[src/source/reg_access_pkg.sv]
// Host-side register port types.
// One strobe per request, at most one of ren and wen high in a cycle.
// Read data is only meaningful while rack is high.
`default_nettype none

package reg_access_pkg;

    localparam int REG_AW = 7;
    localparam int REG_DW = 8;

    typedef logic [REG_AW-1:0] reg_addr_t;
    typedef logic [REG_DW-1:0] reg_data_t;

    // host request, sampled in the strobe cycle
    typedef struct packed {
        logic      ren;
        logic      wen;
        reg_addr_t addr;
        reg_data_t wdata;
    } reg_req_t;

    // response, one cycle after the request
    typedef struct packed {
        logic      wack;
        logic      rack;
        reg_data_t rdata;
    } reg_rsp_t;

    // chip access state, several enables may be high at once
    typedef struct packed {
        logic test;
        logic cfg;
        logic spi_ctrl;
    } access_state_t;

    typedef struct packed {
        logic wr_test;
        logic wr_cfg;
        logic wr_spi;
        logic rd_test;
        logic rd_cfg;
        logic rd_spi;
    } access_perm_t;

endpackage

`default_nettype wire

[src/source/reg_map_pkg.sv]
// Register map of the control bank.
// Unlisted addresses are unmapped, reads return zero and writes are dropped.
// Permission table order must follow reg_id_e.
`default_nettype none

package reg_map_pkg;

    import reg_access_pkg::*;

    localparam int NUM_REGS = 8;

    typedef enum logic [$clog2(NUM_REGS)-1:0] {
        DEVICE_ID,
        MODE,
        COM_CONFIG1,
        COM_CONFIG2,
        STATUS1,
        MASK1,
        STATUS2,
        MASK2
    } reg_id_e;

    typedef logic [NUM_REGS-1:0] reg_sel_t;

    //============================================================
    // addresses
    //============================================================
    localparam reg_addr_t ADDR_DEVICE_ID   = 7'h00;
    localparam reg_addr_t ADDR_MODE        = 7'h01;
    localparam reg_addr_t ADDR_COM_CONFIG1 = 7'h02;
    localparam reg_addr_t ADDR_COM_CONFIG2 = 7'h03;
    localparam reg_addr_t ADDR_STATUS1     = 7'h08;
    localparam reg_addr_t ADDR_MASK1       = 7'h09;
    localparam reg_addr_t ADDR_STATUS2     = 7'h0A;
    localparam reg_addr_t ADDR_MASK2       = 7'h0B;

    //============================================================
    // reset values
    //============================================================
    localparam reg_data_t MODE_DEFAULT        = 8'h08;
    localparam reg_data_t COM_CONFIG1_DEFAULT = 8'h2B;
    localparam reg_data_t COM_CONFIG2_DEFAULT = 8'hFF;
    localparam reg_data_t MASK_DEFAULT        = 8'h00;
    localparam reg_data_t STATUS_DEFAULT      = 8'h00;

    // identifier, hv die in the high nibble
    localparam logic [3:0] HV_DEVICE_ID  = 4'h5;
    localparam logic [3:0] LV_DEVICE_ID  = 4'hA;
    localparam reg_data_t  DEVICE_ID_VAL = {HV_DEVICE_ID, LV_DEVICE_ID};

    //============================================================
    // access permissions
    //============================================================
    // no register is readable in cfg state
    localparam access_perm_t PERM_MODE = '{wr_test: 1'b1, wr_cfg: 1'b1, wr_spi: 1'b1,
                                           rd_test: 1'b1, rd_cfg: 1'b0, rd_spi: 1'b1};
    localparam access_perm_t PERM_CONFIG = '{wr_test: 1'b1, wr_cfg: 1'b1, wr_spi: 1'b0,
                                             rd_test: 1'b1, rd_cfg: 1'b0, rd_spi: 1'b1};
    localparam access_perm_t PERM_STATUS = '{wr_test: 1'b0, wr_cfg: 1'b1, wr_spi: 1'b1,
                                             rd_test: 1'b1, rd_cfg: 1'b0, rd_spi: 1'b1};
    localparam access_perm_t PERM_ID = '{wr_test: 1'b0, wr_cfg: 1'b0, wr_spi: 1'b0,
                                         rd_test: 1'b1, rd_cfg: 1'b0, rd_spi: 1'b1};

    localparam access_perm_t REG_PERM [NUM_REGS] = '{
        PERM_ID, PERM_MODE, PERM_CONFIG, PERM_CONFIG,
        PERM_STATUS, PERM_CONFIG, PERM_STATUS, PERM_CONFIG
    };

    // mode register fields, srst requests a soft reset
    typedef struct packed {
        logic [6:0] mode_sel;
        logic       srst;
    } mode_reg_t;

    localparam int SRST_HOLD_CYCLES = 2;
    localparam int SRST_CNT_W       = $clog2(SRST_HOLD_CYCLES + 1);

endpackage

`default_nettype wire

[src/source/rstn_merge.sv]
// Merged bank reset, asserted asynchronously by i_arst_n.
// Released two clock edges after i_arst_n goes high.
// A soft request pulls the output low for SRST_HOLD_CYCLES cycles.
`timescale 1ns/1ps
`default_nettype none

module rstn_merge (
    input  logic i_clk,
    input  logic i_arst_n,
    input  logic i_srst,
    output logic o_rst_n
);

    import reg_map_pkg::*;

    logic                  sync_meta;
    logic                  rst_q;
    logic [SRST_CNT_W-1:0] hold_cnt;

    // remaining low cycles after the request edge
    always_ff @(posedge i_clk or negedge i_arst_n) begin
        if (!i_arst_n) begin
            hold_cnt <= '0;
        end else if (i_srst) begin
            hold_cnt <= SRST_CNT_W'(SRST_HOLD_CYCLES - 1);
        end else if (hold_cnt != '0) begin
            hold_cnt <= hold_cnt - 1'b1;
        end
    end

    // second sync stage also carries the soft hold
    always_ff @(posedge i_clk or negedge i_arst_n) begin
        if (!i_arst_n) begin
            sync_meta <= 1'b0;
            rst_q     <= 1'b0;
        end else begin
            sync_meta <= 1'b1;
            rst_q     <= sync_meta & ~i_srst & (hold_cnt == '0);
        end
    end

    assign o_rst_n = rst_q;

endmodule

`default_nettype wire

[src/source/reg_access_decode.sv]
// Address decode and permission check, purely combinational.
// A select is raised only for a mapped address with the strobe present
// and at least one enabled access state allowing the operation.
`timescale 1ns/1ps
`default_nettype none

module reg_access_decode (
    input  reg_access_pkg::reg_req_t      i_req,
    input  reg_access_pkg::access_state_t i_access,
    output reg_map_pkg::reg_sel_t         o_rd_sel,
    output reg_map_pkg::reg_sel_t         o_wr_sel
);

    import reg_access_pkg::*;
    import reg_map_pkg::*;

    logic         hit;
    reg_id_e      id;
    access_perm_t perm;
    logic         rd_ok;
    logic         wr_ok;

    always_comb begin
        hit = 1'b1;
        id  = DEVICE_ID;
        case (i_req.addr)
            ADDR_DEVICE_ID:   id = DEVICE_ID;
            ADDR_MODE:        id = MODE;
            ADDR_COM_CONFIG1: id = COM_CONFIG1;
            ADDR_COM_CONFIG2: id = COM_CONFIG2;
            ADDR_STATUS1:     id = STATUS1;
            ADDR_MASK1:       id = MASK1;
            ADDR_STATUS2:     id = STATUS2;
            ADDR_MASK2:       id = MASK2;
            default:          hit = 1'b0;
        endcase
    end

    assign perm = REG_PERM[id];

    // any enabled state that grants the access is enough
    assign rd_ok = (i_access.test     & perm.rd_test) |
                   (i_access.cfg      & perm.rd_cfg)  |
                   (i_access.spi_ctrl & perm.rd_spi);
    assign wr_ok = (i_access.test     & perm.wr_test) |
                   (i_access.cfg      & perm.wr_cfg)  |
                   (i_access.spi_ctrl & perm.wr_spi);

    always_comb begin
        o_rd_sel = '0;
        o_wr_sel = '0;
        if (hit) begin
            o_rd_sel[id] = i_req.ren & rd_ok;
            o_wr_sel[id] = i_req.wen & wr_ok;
        end
    end

endmodule

`default_nettype wire

[src/source/rw_reg.sv]
// Read/write register, loads on a write select.
// Read output is zero unless read-selected, so outputs can be ORed.
`timescale 1ns/1ps
`default_nettype none

module rw_reg #(
    parameter reg_access_pkg::reg_data_t DEFAULT_VAL = '0
) (
    input  logic                      i_clk,
    input  logic                      i_rst_n,
    input  logic                      i_wr_sel,
    input  logic                      i_rd_sel,
    input  reg_access_pkg::reg_data_t i_wdata,
    output reg_access_pkg::reg_data_t o_reg_data,
    output reg_access_pkg::reg_data_t o_rdata
);

    always_ff @(posedge i_clk or negedge i_rst_n) begin
        if (!i_rst_n) begin
            o_reg_data <= DEFAULT_VAL;
        end else if (i_wr_sel) begin
            o_reg_data <= i_wdata;
        end
    end

    assign o_rdata = i_rd_sel ? o_reg_data : '0;

endmodule

`default_nettype wire

[src/source/rwc_reg.sv]
// Status register, bits set by event pulses, cleared by writing 1.
// An event and a clear of the same bit on one edge leave the bit set.
`timescale 1ns/1ps
`default_nettype none

module rwc_reg (
    input  logic                      i_clk,
    input  logic                      i_rst_n,
    input  logic                      i_wr_sel,
    input  logic                      i_rd_sel,
    input  reg_access_pkg::reg_data_t i_wdata,
    input  reg_access_pkg::reg_data_t i_event,
    output reg_access_pkg::reg_data_t o_reg_data,
    output reg_access_pkg::reg_data_t o_rdata
);

    import reg_map_pkg::*;

    // clear first, then OR in the events
    always_ff @(posedge i_clk or negedge i_rst_n) begin
        if (!i_rst_n) begin
            o_reg_data <= STATUS_DEFAULT;
        end else begin
            o_reg_data <= (o_reg_data & ~(i_wr_sel ? i_wdata : '0)) | i_event;
        end
    end

    assign o_rdata = i_rd_sel ? o_reg_data : '0;

endmodule

`default_nettype wire

[src/source/reg_read_return.sv]
// Response path, one cycle of latency for every request.
// Every strobe is acknowledged, refused or unmapped reads return zero.
`timescale 1ns/1ps
`default_nettype none

module reg_read_return (
    input  logic                      i_clk,
    input  logic                      i_rst_n,
    input  reg_access_pkg::reg_req_t  i_req,
    input  logic                      i_id_sel,
    input  reg_access_pkg::reg_data_t i_rdata_vec [1:reg_map_pkg::NUM_REGS-1],
    output reg_access_pkg::reg_rsp_t  o_rsp
);

    import reg_access_pkg::*;
    import reg_map_pkg::*;

    reg_data_t rdata_or;
    reg_data_t rdata_q;
    logic      rack_q;
    logic      wack_q;

    // identifier has no storage, it enters here as a constant
    always_comb begin
        rdata_or = i_id_sel ? DEVICE_ID_VAL : '0;
        for (int i = 1; i < NUM_REGS; i++) begin
            rdata_or = rdata_or | i_rdata_vec[i];
        end
    end

    always_ff @(posedge i_clk or negedge i_rst_n) begin
        if (!i_rst_n) begin
            rack_q <= 1'b0;
            wack_q <= 1'b0;
        end else begin
            rack_q <= i_req.ren;
            wack_q <= i_req.wen;
        end
    end

    always_ff @(posedge i_clk) begin
        if (i_req.ren) begin
            rdata_q <= rdata_or;
        end
    end

    assign o_rsp = '{wack: wack_q, rack: rack_q, rdata: rdata_q};

endmodule

`default_nettype wire

[src/source/com_reg_bank.sv]
// Control register bank behind the SPI register port.
// Registers run on the merged reset, the response path on i_arst_n only,
// so requests issued around a soft reset are still acknowledged.
// Writes landing during the soft reset hold are lost.
`timescale 1ns/1ps
`default_nettype none

module com_reg_bank (
    input  logic                          i_clk,
    input  logic                          i_arst_n,
    input  reg_access_pkg::reg_req_t      i_req,
    input  reg_access_pkg::access_state_t i_access,
    input  reg_access_pkg::reg_data_t     i_int_status1,
    input  reg_access_pkg::reg_data_t     i_int_status2,
    output reg_access_pkg::reg_rsp_t      o_rsp,
    output reg_map_pkg::mode_reg_t        o_reg_mode,
    output reg_access_pkg::reg_data_t     o_reg_com_config1,
    output reg_access_pkg::reg_data_t     o_reg_com_config2,
    output reg_access_pkg::reg_data_t     o_reg_status1,
    output reg_access_pkg::reg_data_t     o_reg_mask1,
    output reg_access_pkg::reg_data_t     o_reg_status2,
    output reg_access_pkg::reg_data_t     o_reg_mask2,
    output logic                          o_rst_n
);

    import reg_access_pkg::*;
    import reg_map_pkg::*;

    reg_sel_t  rd_sel;
    reg_sel_t  wr_sel;
    reg_data_t rdata_vec [1:NUM_REGS-1];

    //============================================================
    // reset and access control
    //============================================================
    rstn_merge u_rstn_merge (
        .i_clk    (i_clk),
        .i_arst_n (i_arst_n),
        .i_srst   (o_reg_mode.srst),
        .o_rst_n  (o_rst_n)
    );

    reg_access_decode u_decode (
        .i_req    (i_req),
        .i_access (i_access),
        .o_rd_sel (rd_sel),
        .o_wr_sel (wr_sel)
    );

    //============================================================
    // registers
    //============================================================
    rw_reg #(.DEFAULT_VAL(MODE_DEFAULT)) u_mode (
        .i_clk      (i_clk),
        .i_rst_n    (o_rst_n),
        .i_wr_sel   (wr_sel[MODE]),
        .i_rd_sel   (rd_sel[MODE]),
        .i_wdata    (i_req.wdata),
        .o_reg_data (o_reg_mode),
        .o_rdata    (rdata_vec[MODE])
    );

    rw_reg #(.DEFAULT_VAL(COM_CONFIG1_DEFAULT)) u_com_config1 (
        .i_clk      (i_clk),
        .i_rst_n    (o_rst_n),
        .i_wr_sel   (wr_sel[COM_CONFIG1]),
        .i_rd_sel   (rd_sel[COM_CONFIG1]),
        .i_wdata    (i_req.wdata),
        .o_reg_data (o_reg_com_config1),
        .o_rdata    (rdata_vec[COM_CONFIG1])
    );

    rw_reg #(.DEFAULT_VAL(COM_CONFIG2_DEFAULT)) u_com_config2 (
        .i_clk      (i_clk),
        .i_rst_n    (o_rst_n),
        .i_wr_sel   (wr_sel[COM_CONFIG2]),
        .i_rd_sel   (rd_sel[COM_CONFIG2]),
        .i_wdata    (i_req.wdata),
        .o_reg_data (o_reg_com_config2),
        .o_rdata    (rdata_vec[COM_CONFIG2])
    );

    rwc_reg u_status1 (
        .i_clk      (i_clk),
        .i_rst_n    (o_rst_n),
        .i_wr_sel   (wr_sel[STATUS1]),
        .i_rd_sel   (rd_sel[STATUS1]),
        .i_wdata    (i_req.wdata),
        .i_event    (i_int_status1),
        .o_reg_data (o_reg_status1),
        .o_rdata    (rdata_vec[STATUS1])
    );

    rw_reg #(.DEFAULT_VAL(MASK_DEFAULT)) u_mask1 (
        .i_clk      (i_clk),
        .i_rst_n    (o_rst_n),
        .i_wr_sel   (wr_sel[MASK1]),
        .i_rd_sel   (rd_sel[MASK1]),
        .i_wdata    (i_req.wdata),
        .o_reg_data (o_reg_mask1),
        .o_rdata    (rdata_vec[MASK1])
    );

    rwc_reg u_status2 (
        .i_clk      (i_clk),
        .i_rst_n    (o_rst_n),
        .i_wr_sel   (wr_sel[STATUS2]),
        .i_rd_sel   (rd_sel[STATUS2]),
        .i_wdata    (i_req.wdata),
        .i_event    (i_int_status2),
        .o_reg_data (o_reg_status2),
        .o_rdata    (rdata_vec[STATUS2])
    );

    rw_reg #(.DEFAULT_VAL(MASK_DEFAULT)) u_mask2 (
        .i_clk      (i_clk),
        .i_rst_n    (o_rst_n),
        .i_wr_sel   (wr_sel[MASK2]),
        .i_rd_sel   (rd_sel[MASK2]),
        .i_wdata    (i_req.wdata),
        .o_reg_data (o_reg_mask2),
        .o_rdata    (rdata_vec[MASK2])
    );

    //============================================================
    // response
    //============================================================
    reg_read_return u_read_return (
        .i_clk       (i_clk),
        .i_rst_n     (i_arst_n),
        .i_req       (i_req),
        .i_id_sel    (rd_sel[DEVICE_ID]),
        .i_rdata_vec (rdata_vec),
        .o_rsp       (o_rsp)
    );

endmodule

`default_nettype wire

[config.mk]
export PLATFORM = sky130hd
export DESIGN_NAME = com_reg_bank
export DESIGN_NICKNAME = d
export VERILOG_FILES = /design/src/source/reg_access_pkg.sv /design/src/source/reg_map_pkg.sv /design/src/source/rstn_merge.sv /design/src/source/reg_access_decode.sv /design/src/source/rw_reg.sv /design/src/source/rwc_reg.sv /design/src/source/reg_read_return.sv /design/src/source/com_reg_bank.sv
export SDC_FILE = /design/constraint.sdc
export NUM_CORES = 1
export LEC_CHECK = 0
export BUFFER_PORTS_ARGS = -buffer_cell sky130_fd_sc_hd__buf_2
export CAP_MARGIN = 0
export CORE_UTILIZATION = 40
export DETAILED_ROUTE_END_ITERATION = 7
export PLACE_DENSITY = 0.65
export SLEW_MARGIN = 10
export SYNTH_ARGS = -nofsm -noshare
export SYNTH_HDL_FRONTEND = slang
export SYNTH_SLANG_ARGS = --single-unit
[constraint.sdc]
create_clock -name i_clk -period 4.9 [get_ports i_clk]
set_input_delay 0.49 -clock i_clk [delete_from_list [all_inputs] [get_ports i_clk]]
set_output_delay 0.49 -clock i_clk [all_outputs]
set_load 0.05 [all_outputs]
# --- After elaboration in Yosys (flattened, before gate mapping) ---
# Memory sizes are Yosys's and may differ from the RTL's.
# Cells that the tools add are included.
# W data, S select, Z words.
word_totals:
  memories: 1
  register_bits: 70
  out_inout_bits: 67
  romBits: 48
mem_list:
  columns: ["name", "depth", "width", "rd", "rd_clocked_by_memory_dff", "write_ports", "line", "text"]
  rows:
  - ["(no name shown)", 8, 6, 1, 0, 0, "reg_access_decode.sv:39", "assign perm = REG_PERM[id];"]
classes:
  n_addsub: 1
  n_reduce_logical: 6
  mux: 20
  order_cmp: 3
  eq_ne: 7
  bitwise: 31
op_table:
  columns: ["operator", "n"]
  rows:
  - ["$mux W8", 11]
  - ["$or A8 B8 Y8", 9]
  - ["$and A8 B8 Y8", 4]
  - ["$eq A7 B4 Y1 const B", 4]
  - ["$pmux W3 S7", 1]
  - ["$not A8 Y8", 2]
  - ["$eq A7 B2 Y1 const B", 2]
  - ["$mux W6", 2]
  - ["$and A1 B1 Y1", 10]
  - ["$reduce_or A8 Y1", 1]
  - ["$eq A7 B1 Y1 const B", 1]
  - ["$logic_not A7 Y1", 1]
  - ["$mux W7", 1]
  - ["$ge A4 B4 Y1 const B", 1]
  - ["$lt A3 B4 Y1 const B", 1]
  - ["$mux W2", 2]
  - ["$not A3 Y4", 1]
  - ["$or A1 B1 Y1", 4]
  - ["$reduce_bool A2 Y1", 2]
  - ["$demux W1 S3", 1]
  - ["$ge A3 B1 Y1 const B", 1]
  - ["$logic_not A2 Y1", 1]
  - ["$mux W1", 2]
  - ["$sub A2 B1 Y2 const B", 1]
  - ["2 further kinds", 2]

# --- Depth between registers and ports, before layout ---
logic_depth:
  word_depth: 20
  depth_mapped: 6
  ltp_nobuf: 5

# --- Cells and area by module ---
# From an unflattened synthesis, not the netlist that was laid out.
hier_totals:
  hier_cells: 274
  area_unflattened_um2: 3444.6
modules_own_cells:
  columns: ["module", "n_inst", "cells_each", "area_per_inst_um2"]
  rows:
  - ["rw_reg (u_mask1 ...)", 2, 25, 381.6]
  - ["rwc_reg", 2, 33, 351.6]
  - ["reg_read_return", 1, 36, 430.4]
  - ["rw_reg (u_com_config2)", 1, 25, 391.6]
  - ["rw_reg (u_com_config1)", 1, 25, 386.6]
  - ["rw_reg (u_mode)", 1, 25, 382.9]
  - ["reg_access_decode", 1, 33, 226.5]
  - ["rstn_merge", 1, 14, 160.2]

# --- Least setup slack after synthesis ---
# OpenSTA, ideal clock, no wires.
synth_timing:
  path_type: "register to output"
  startpoint: "register u_rstn_merge.rst_q (netlist: u_rstn_merge.o_rst_n)"
  endpoint: "output o_rst_n"
  path_stages_with_launch: 1
  n_path_buf: 0
  arrival_time_ns: 1.780
  slack_ns: 2.630
  cell_sequence: "dfrtp_1"
synth_lines:
  columns: ["element", "line", "text"]
  rows:
  - ["start: declaration", "rstn_merge.sv:17", "logic rst_q;"]
  - ["start signal: assignment", "rstn_merge.sv:38", "rst_q <= sync_meta & ~i_srst & (hold_cnt == '0);"]
  - ["end: declaration", "com_reg_bank.sv:23", "output logic o_rst_n"]
# No word-level cell between the ends.

# --- Worst setup path in the final report ---
layout_timing:
  startpoint: "input i_req[11] (netlist bit)"
  endpoint: "register u_mask2.o_reg_data[0]"
layout_between:
  elab_chain_len: 12
  elab_cells_between_ends: 28
  classes_between: "2 x order compare; 7 x eq/ne; 7 x mux; 8 x bitwise; 3 x reduce/logical; 1 x memory"
layout_lines:
  columns: ["element", "line", "text"]
  rows:
  - ["start: declaration", "com_reg_bank.sv:11", "input reg_access_pkg::reg_req_t i_req,"]
  - ["$eq A7 B4 Y1, or another cell as far along", "reg_access_decode.sv:26", "case (i_req.addr)"]
  - ["$pmux W3 S7", "reg_access_decode.sv:26", null]
  - ["$not A3 Y4 (implied by the code)", "reg_access_decode.sv:39", null]
  - ["$mem_v2 Z8 W6", null, null]
  - ["$mux W6 (implied by the code) (2 in series)", "reg_access_decode.sv:39", null]
  - ["$and A1 B1 Y1 (on tied branches)", "reg_access_decode.sv:45, reg_access_decode.sv:46", null]
  - ["$or A1 B1 Y1", "reg_access_decode.sv:45", "assign wr_ok = (i_access.test & perm.wr_test) |"]
  - ["$or A1 B1 Y1", "reg_access_decode.sv:46", "(i_access.cfg & perm.wr_cfg) |"]
  - ["$and A1 B1 Y1", "reg_access_decode.sv:54", "o_wr_sel[id] = i_req.wen & wr_ok;"]
  - ["$and A8 B8 Y8 (no line)", null, null]
  - ["$mux W8 *", "reg_access_decode.sv:52", "if (hit) begin"]
  - ["end signal: assignment", "rw_reg.sv:22", "o_reg_data <= i_wdata;"]
  - ["end: declaration", "rw_reg.sv:14", "output reg_access_pkg::reg_data_t o_reg_data,"]
# Every way passes the cells marked *; elsewhere a longest branch is shown, timed or not. The select of a mux whose other input is x is not followed.
# A chain may end at the register's enable or synchronous reset.

==> key figures <==
Outcome
  – Status: completed

Min path
  – Tightest Hold Check Type: in -> reg
  – Hold Startpoint: i_int_status1[0]
  – Worst Hold End: u_status1.o_reg_data[0]
  – Hold Path Depth: 2

Yosys
  – Library cells used by synthesis: 38
  – Cell taking the most area after synthesis: dfrtp_1
  – Mapped Cells: around 260
  – #FFs+latches synth: 70
  – Synth top area share: 37.0%
  – Mapped Area: 3310 µm²
  – Syn_area_per_cell: 12.8 µm²
  – Yosys warns: 0
  – Seq/Total Area, Yosys: 54.6%
  – Syn nets: 298
  – Largest cells by area after synthesis: dfrtp_1, mux2_2, dfstp_2, edfxtp_1, mux2_4

Finish
  – Share of cells above drive strength 1: 52.0%
  – P&R area growth vs syn: 23.5%
  – Commonest non-fill, non-tap cell in the layout: buf_2
  – Finished Cell Area: 4090 µm²
  – Post-layout util: 52.1%
  – Commonest cells after routing, fill and taps aside: buf_2, dfrtp_1, mux2_2
  – Final #Nets: 401
  – # diodes: 0

Place
  – Number of port buffers: between 100 and 150
  – Post-placement cell area: 3880 µm²
  – Hpwl dp: 5.89 mm
  – Routability congestion estimate: 0.809

Global route
  – First-pass GRT wire length: approximately 13 mm
  – GR Layer Usage met2: 30.8%
  – Via count of the first global-routing pass: approximately 2.4k
  – GR peak layer: met2
  – Met3 usage: between 5 and 6%
  – Pin count of the biggest net entering global routing: 58
  – Initial antenna violation count: 0
  – Gr usage total: roughly a fifth
  – Grt ovf: 0
  – Met1 Use GR: 29.0%

Clock network
  – Clock Latency Late Sink: about 0.35 ns
  – CTS HTree Levels: 3
  – Max Root-Sink Buffers: 2
  – TritonCTS Buffers: 9
  – Clock tree sinks: 70
  – TritonCTS clock tree: yes
  – Clock slew seen by the registers of the worst setup and hold paths: 0.08 ns
  – Clock root cell: clkbuf_8
  – CTS resizes: 0

STA
  – Final Cycle Share: 48.9%
  – Final Hold Fails: 0
  – RSZ-0062 raised after global routing: false
  – Fmax: between 0.4 and 0.5 GHz
  – Final setup vio count: 0
  – Max-slew violations: 0
  – Clock Skew: 0.0111 ns
  – Worst-Margin Slew: ~1.2 ns
  – Slew headroom: 20.3%
  – TNS Setup: 0 ns
  – Tmin final: about 2.4 ns
  – Final Hold Slack: 0.309 ns

Worst setup path
  – Worst-path fanout max: 28
  – Worst R2R Path Depth: 4
  – Critical path endpoint category: flip-flop
  – Crit path from: i_req[11]
  – Reg2reg end: u_read_return.rdata_q[2]
  – CP Data Arrival Time: around 2.6 ns
  – Crit path required time: 5.14 ns
  – Crit Path Class: in -> reg
  – Startpoint types: input pin
  – Reg-to-reg startpoint: u_mask2.o_reg_data[2]
  – Reg2Reg Setup Slack: 3.45 ns

Floorplan
  – Initial Util: 42.2%
  – CORE AREA: between 7000 and 8000 µm²
  – Horiz. Die Dim: 93.0 µm
  – Std-Cell Rows: 32
  – Height of the chip: 93.0 µm
  – Die Area: 8650 µm²
  – I/O pin total: 105

Flow run
  – Max Cap Viol: 0

Route
  – Remaining DRCs: 0
  – Antenna Violating Nets Remaining: 0
  – Via density per instance: 5.23
  – Routed vias: 2454
  – Detailed Route Iter0 Violations: 115
  – Final WL: ~8.6 mm
  – First-pass detailed-route iteration total: 4
  – WL/cell: 18.3 µm

Power and ir drop
  – Worst vdd ir: ~0.00018 V
  – P per Cell Area: roughly 360 nW/µm²
  – Design Power: between 0.001 and 0.0015 W
  – Leak pwr: ~2.0 nW
## area by class of cell
cell class                      instances  area [µm²]
Multi-Input combinational cell        167        1390
Sequential cell                        70        1810
Clock buffer                            9         124
Fill cell                             734        3760
Clock inverter                          7        72.6
Inverter                                7        26.3
Tap cell                              102         128
Timing Repair Buffer                  107         546
## cells by family (layout without fill, tap and decap cells)
logic type	count (synthesis)	count (layout)	synth area share (%)
flops	70	70	54.6
simple gates	61	61	10.3
mux	57	57	21.2
compound gates	46	46	9.60
buf+inv	22	130	3.55
fa+ha+maj	1	1	0.378
other cells	1	1	0.113
xor+xnor	1	1	0.264
## flip-flops by register name, summed over array words and instances, names as in the netlist
| register | flops |
|---|---|
| u_com_config1.o_reg_data | 8 |
| u_com_config2.o_reg_data | 8 |
| u_mask1.o_reg_data | 8 |
| u_mask2.o_reg_data | 8 |
| u_mode.o_reg_data | 8 |
| u_read_return.rdata_q | 8 |
| u_status1.o_reg_data | 8 |
| u_status2.o_reg_data | 8 |
| u_rstn_merge.hold_cnt | 2 |
| u_read_return.rack_q | 1 |
| u_read_return.wack_q | 1 |
| u_rstn_merge.o_rst_n | 1 |
| u_rstn_merge.sync_meta | 1 |
## how the worst max path moves through the flow
stage / to / slack [ns] / cells after the start
CTS: u_mask2.o_reg_data[0] / 2.53 / 5
global route: u_mask2.o_reg_data[7] / 2.39 / 5
detailed placement: u_mask2.o_reg_data[6] / 2.14 / 5
global placement: u_com_config2.o_reg_data[4] / 2.23 / 5
finish: u_mask2.o_reg_data[0] / 2.50 / 5
floorplan: o_rst_n / 2.63 / 0
## power by group
| part | switching [W] | internal [W] |
|---|---|---|
| sequential | 0.0000279 | 0.000633 |
| clock | 0.000235 | 0.000236 |
| combinational | 0.000243 | 0.0000942 |
## cells in the mapped netlist
cell	n
a211oi_1	1
a211oi_2	1
a21o_1	16
a21oi_1	10
a22o_1	5
a31oi_1	3
buf_1	3
buf_2	1
buf_4	3
buf_6	3
clkbuf_1	5
conb_1	1
dfrtp_1	49
dfstp_2	13
edfxtp_1	8
ha_1	1
inv_1	7
mux2_2	31
mux2_4	16
mux2i_1	9
mux4_2	1
nand2_1	26
nand2b_1	3
nand3_1	6
nand3b_1	2
nor2_1	11
nor2b_1	4
nor3_1	1
nor4_2	1
nor4_4	3
o211ai_1	2
o21ai_0	4
o221ai_1	2
o22ai_1	2
or2_2	1
or4_1	2
or4_4	1
xor2_1	1
## per-layer routing
metal	share of wire, %	vias up
li1	-	1134
met1	46	1205
met2	45	103
met3	7.8	12
met4	1.5	0
met5	0	-
## through the flow
step           cells  worst slack, ns
2_1_floorplan    259             2.63
3_3_place_gp     452             2.23
3_5_place_dp     452             2.14
4_1_cts          469             2.53
5_1_grt          469             2.39
6_report         469             2.50
## critical path, stage by stage
cell and delay (ns):
buf_2 0.47, mux2i_1 0.18, a211oi_2 0.59, or4_1 0.55, mux2_4 0.34
## what timing repair did
item	CTS	global route
endpoints found under the setup margin	0	0
hold buffers	1	0
hold endpoints to repair	6	0
buffers inserted	0	0
(Power assumes the default switching activity.)
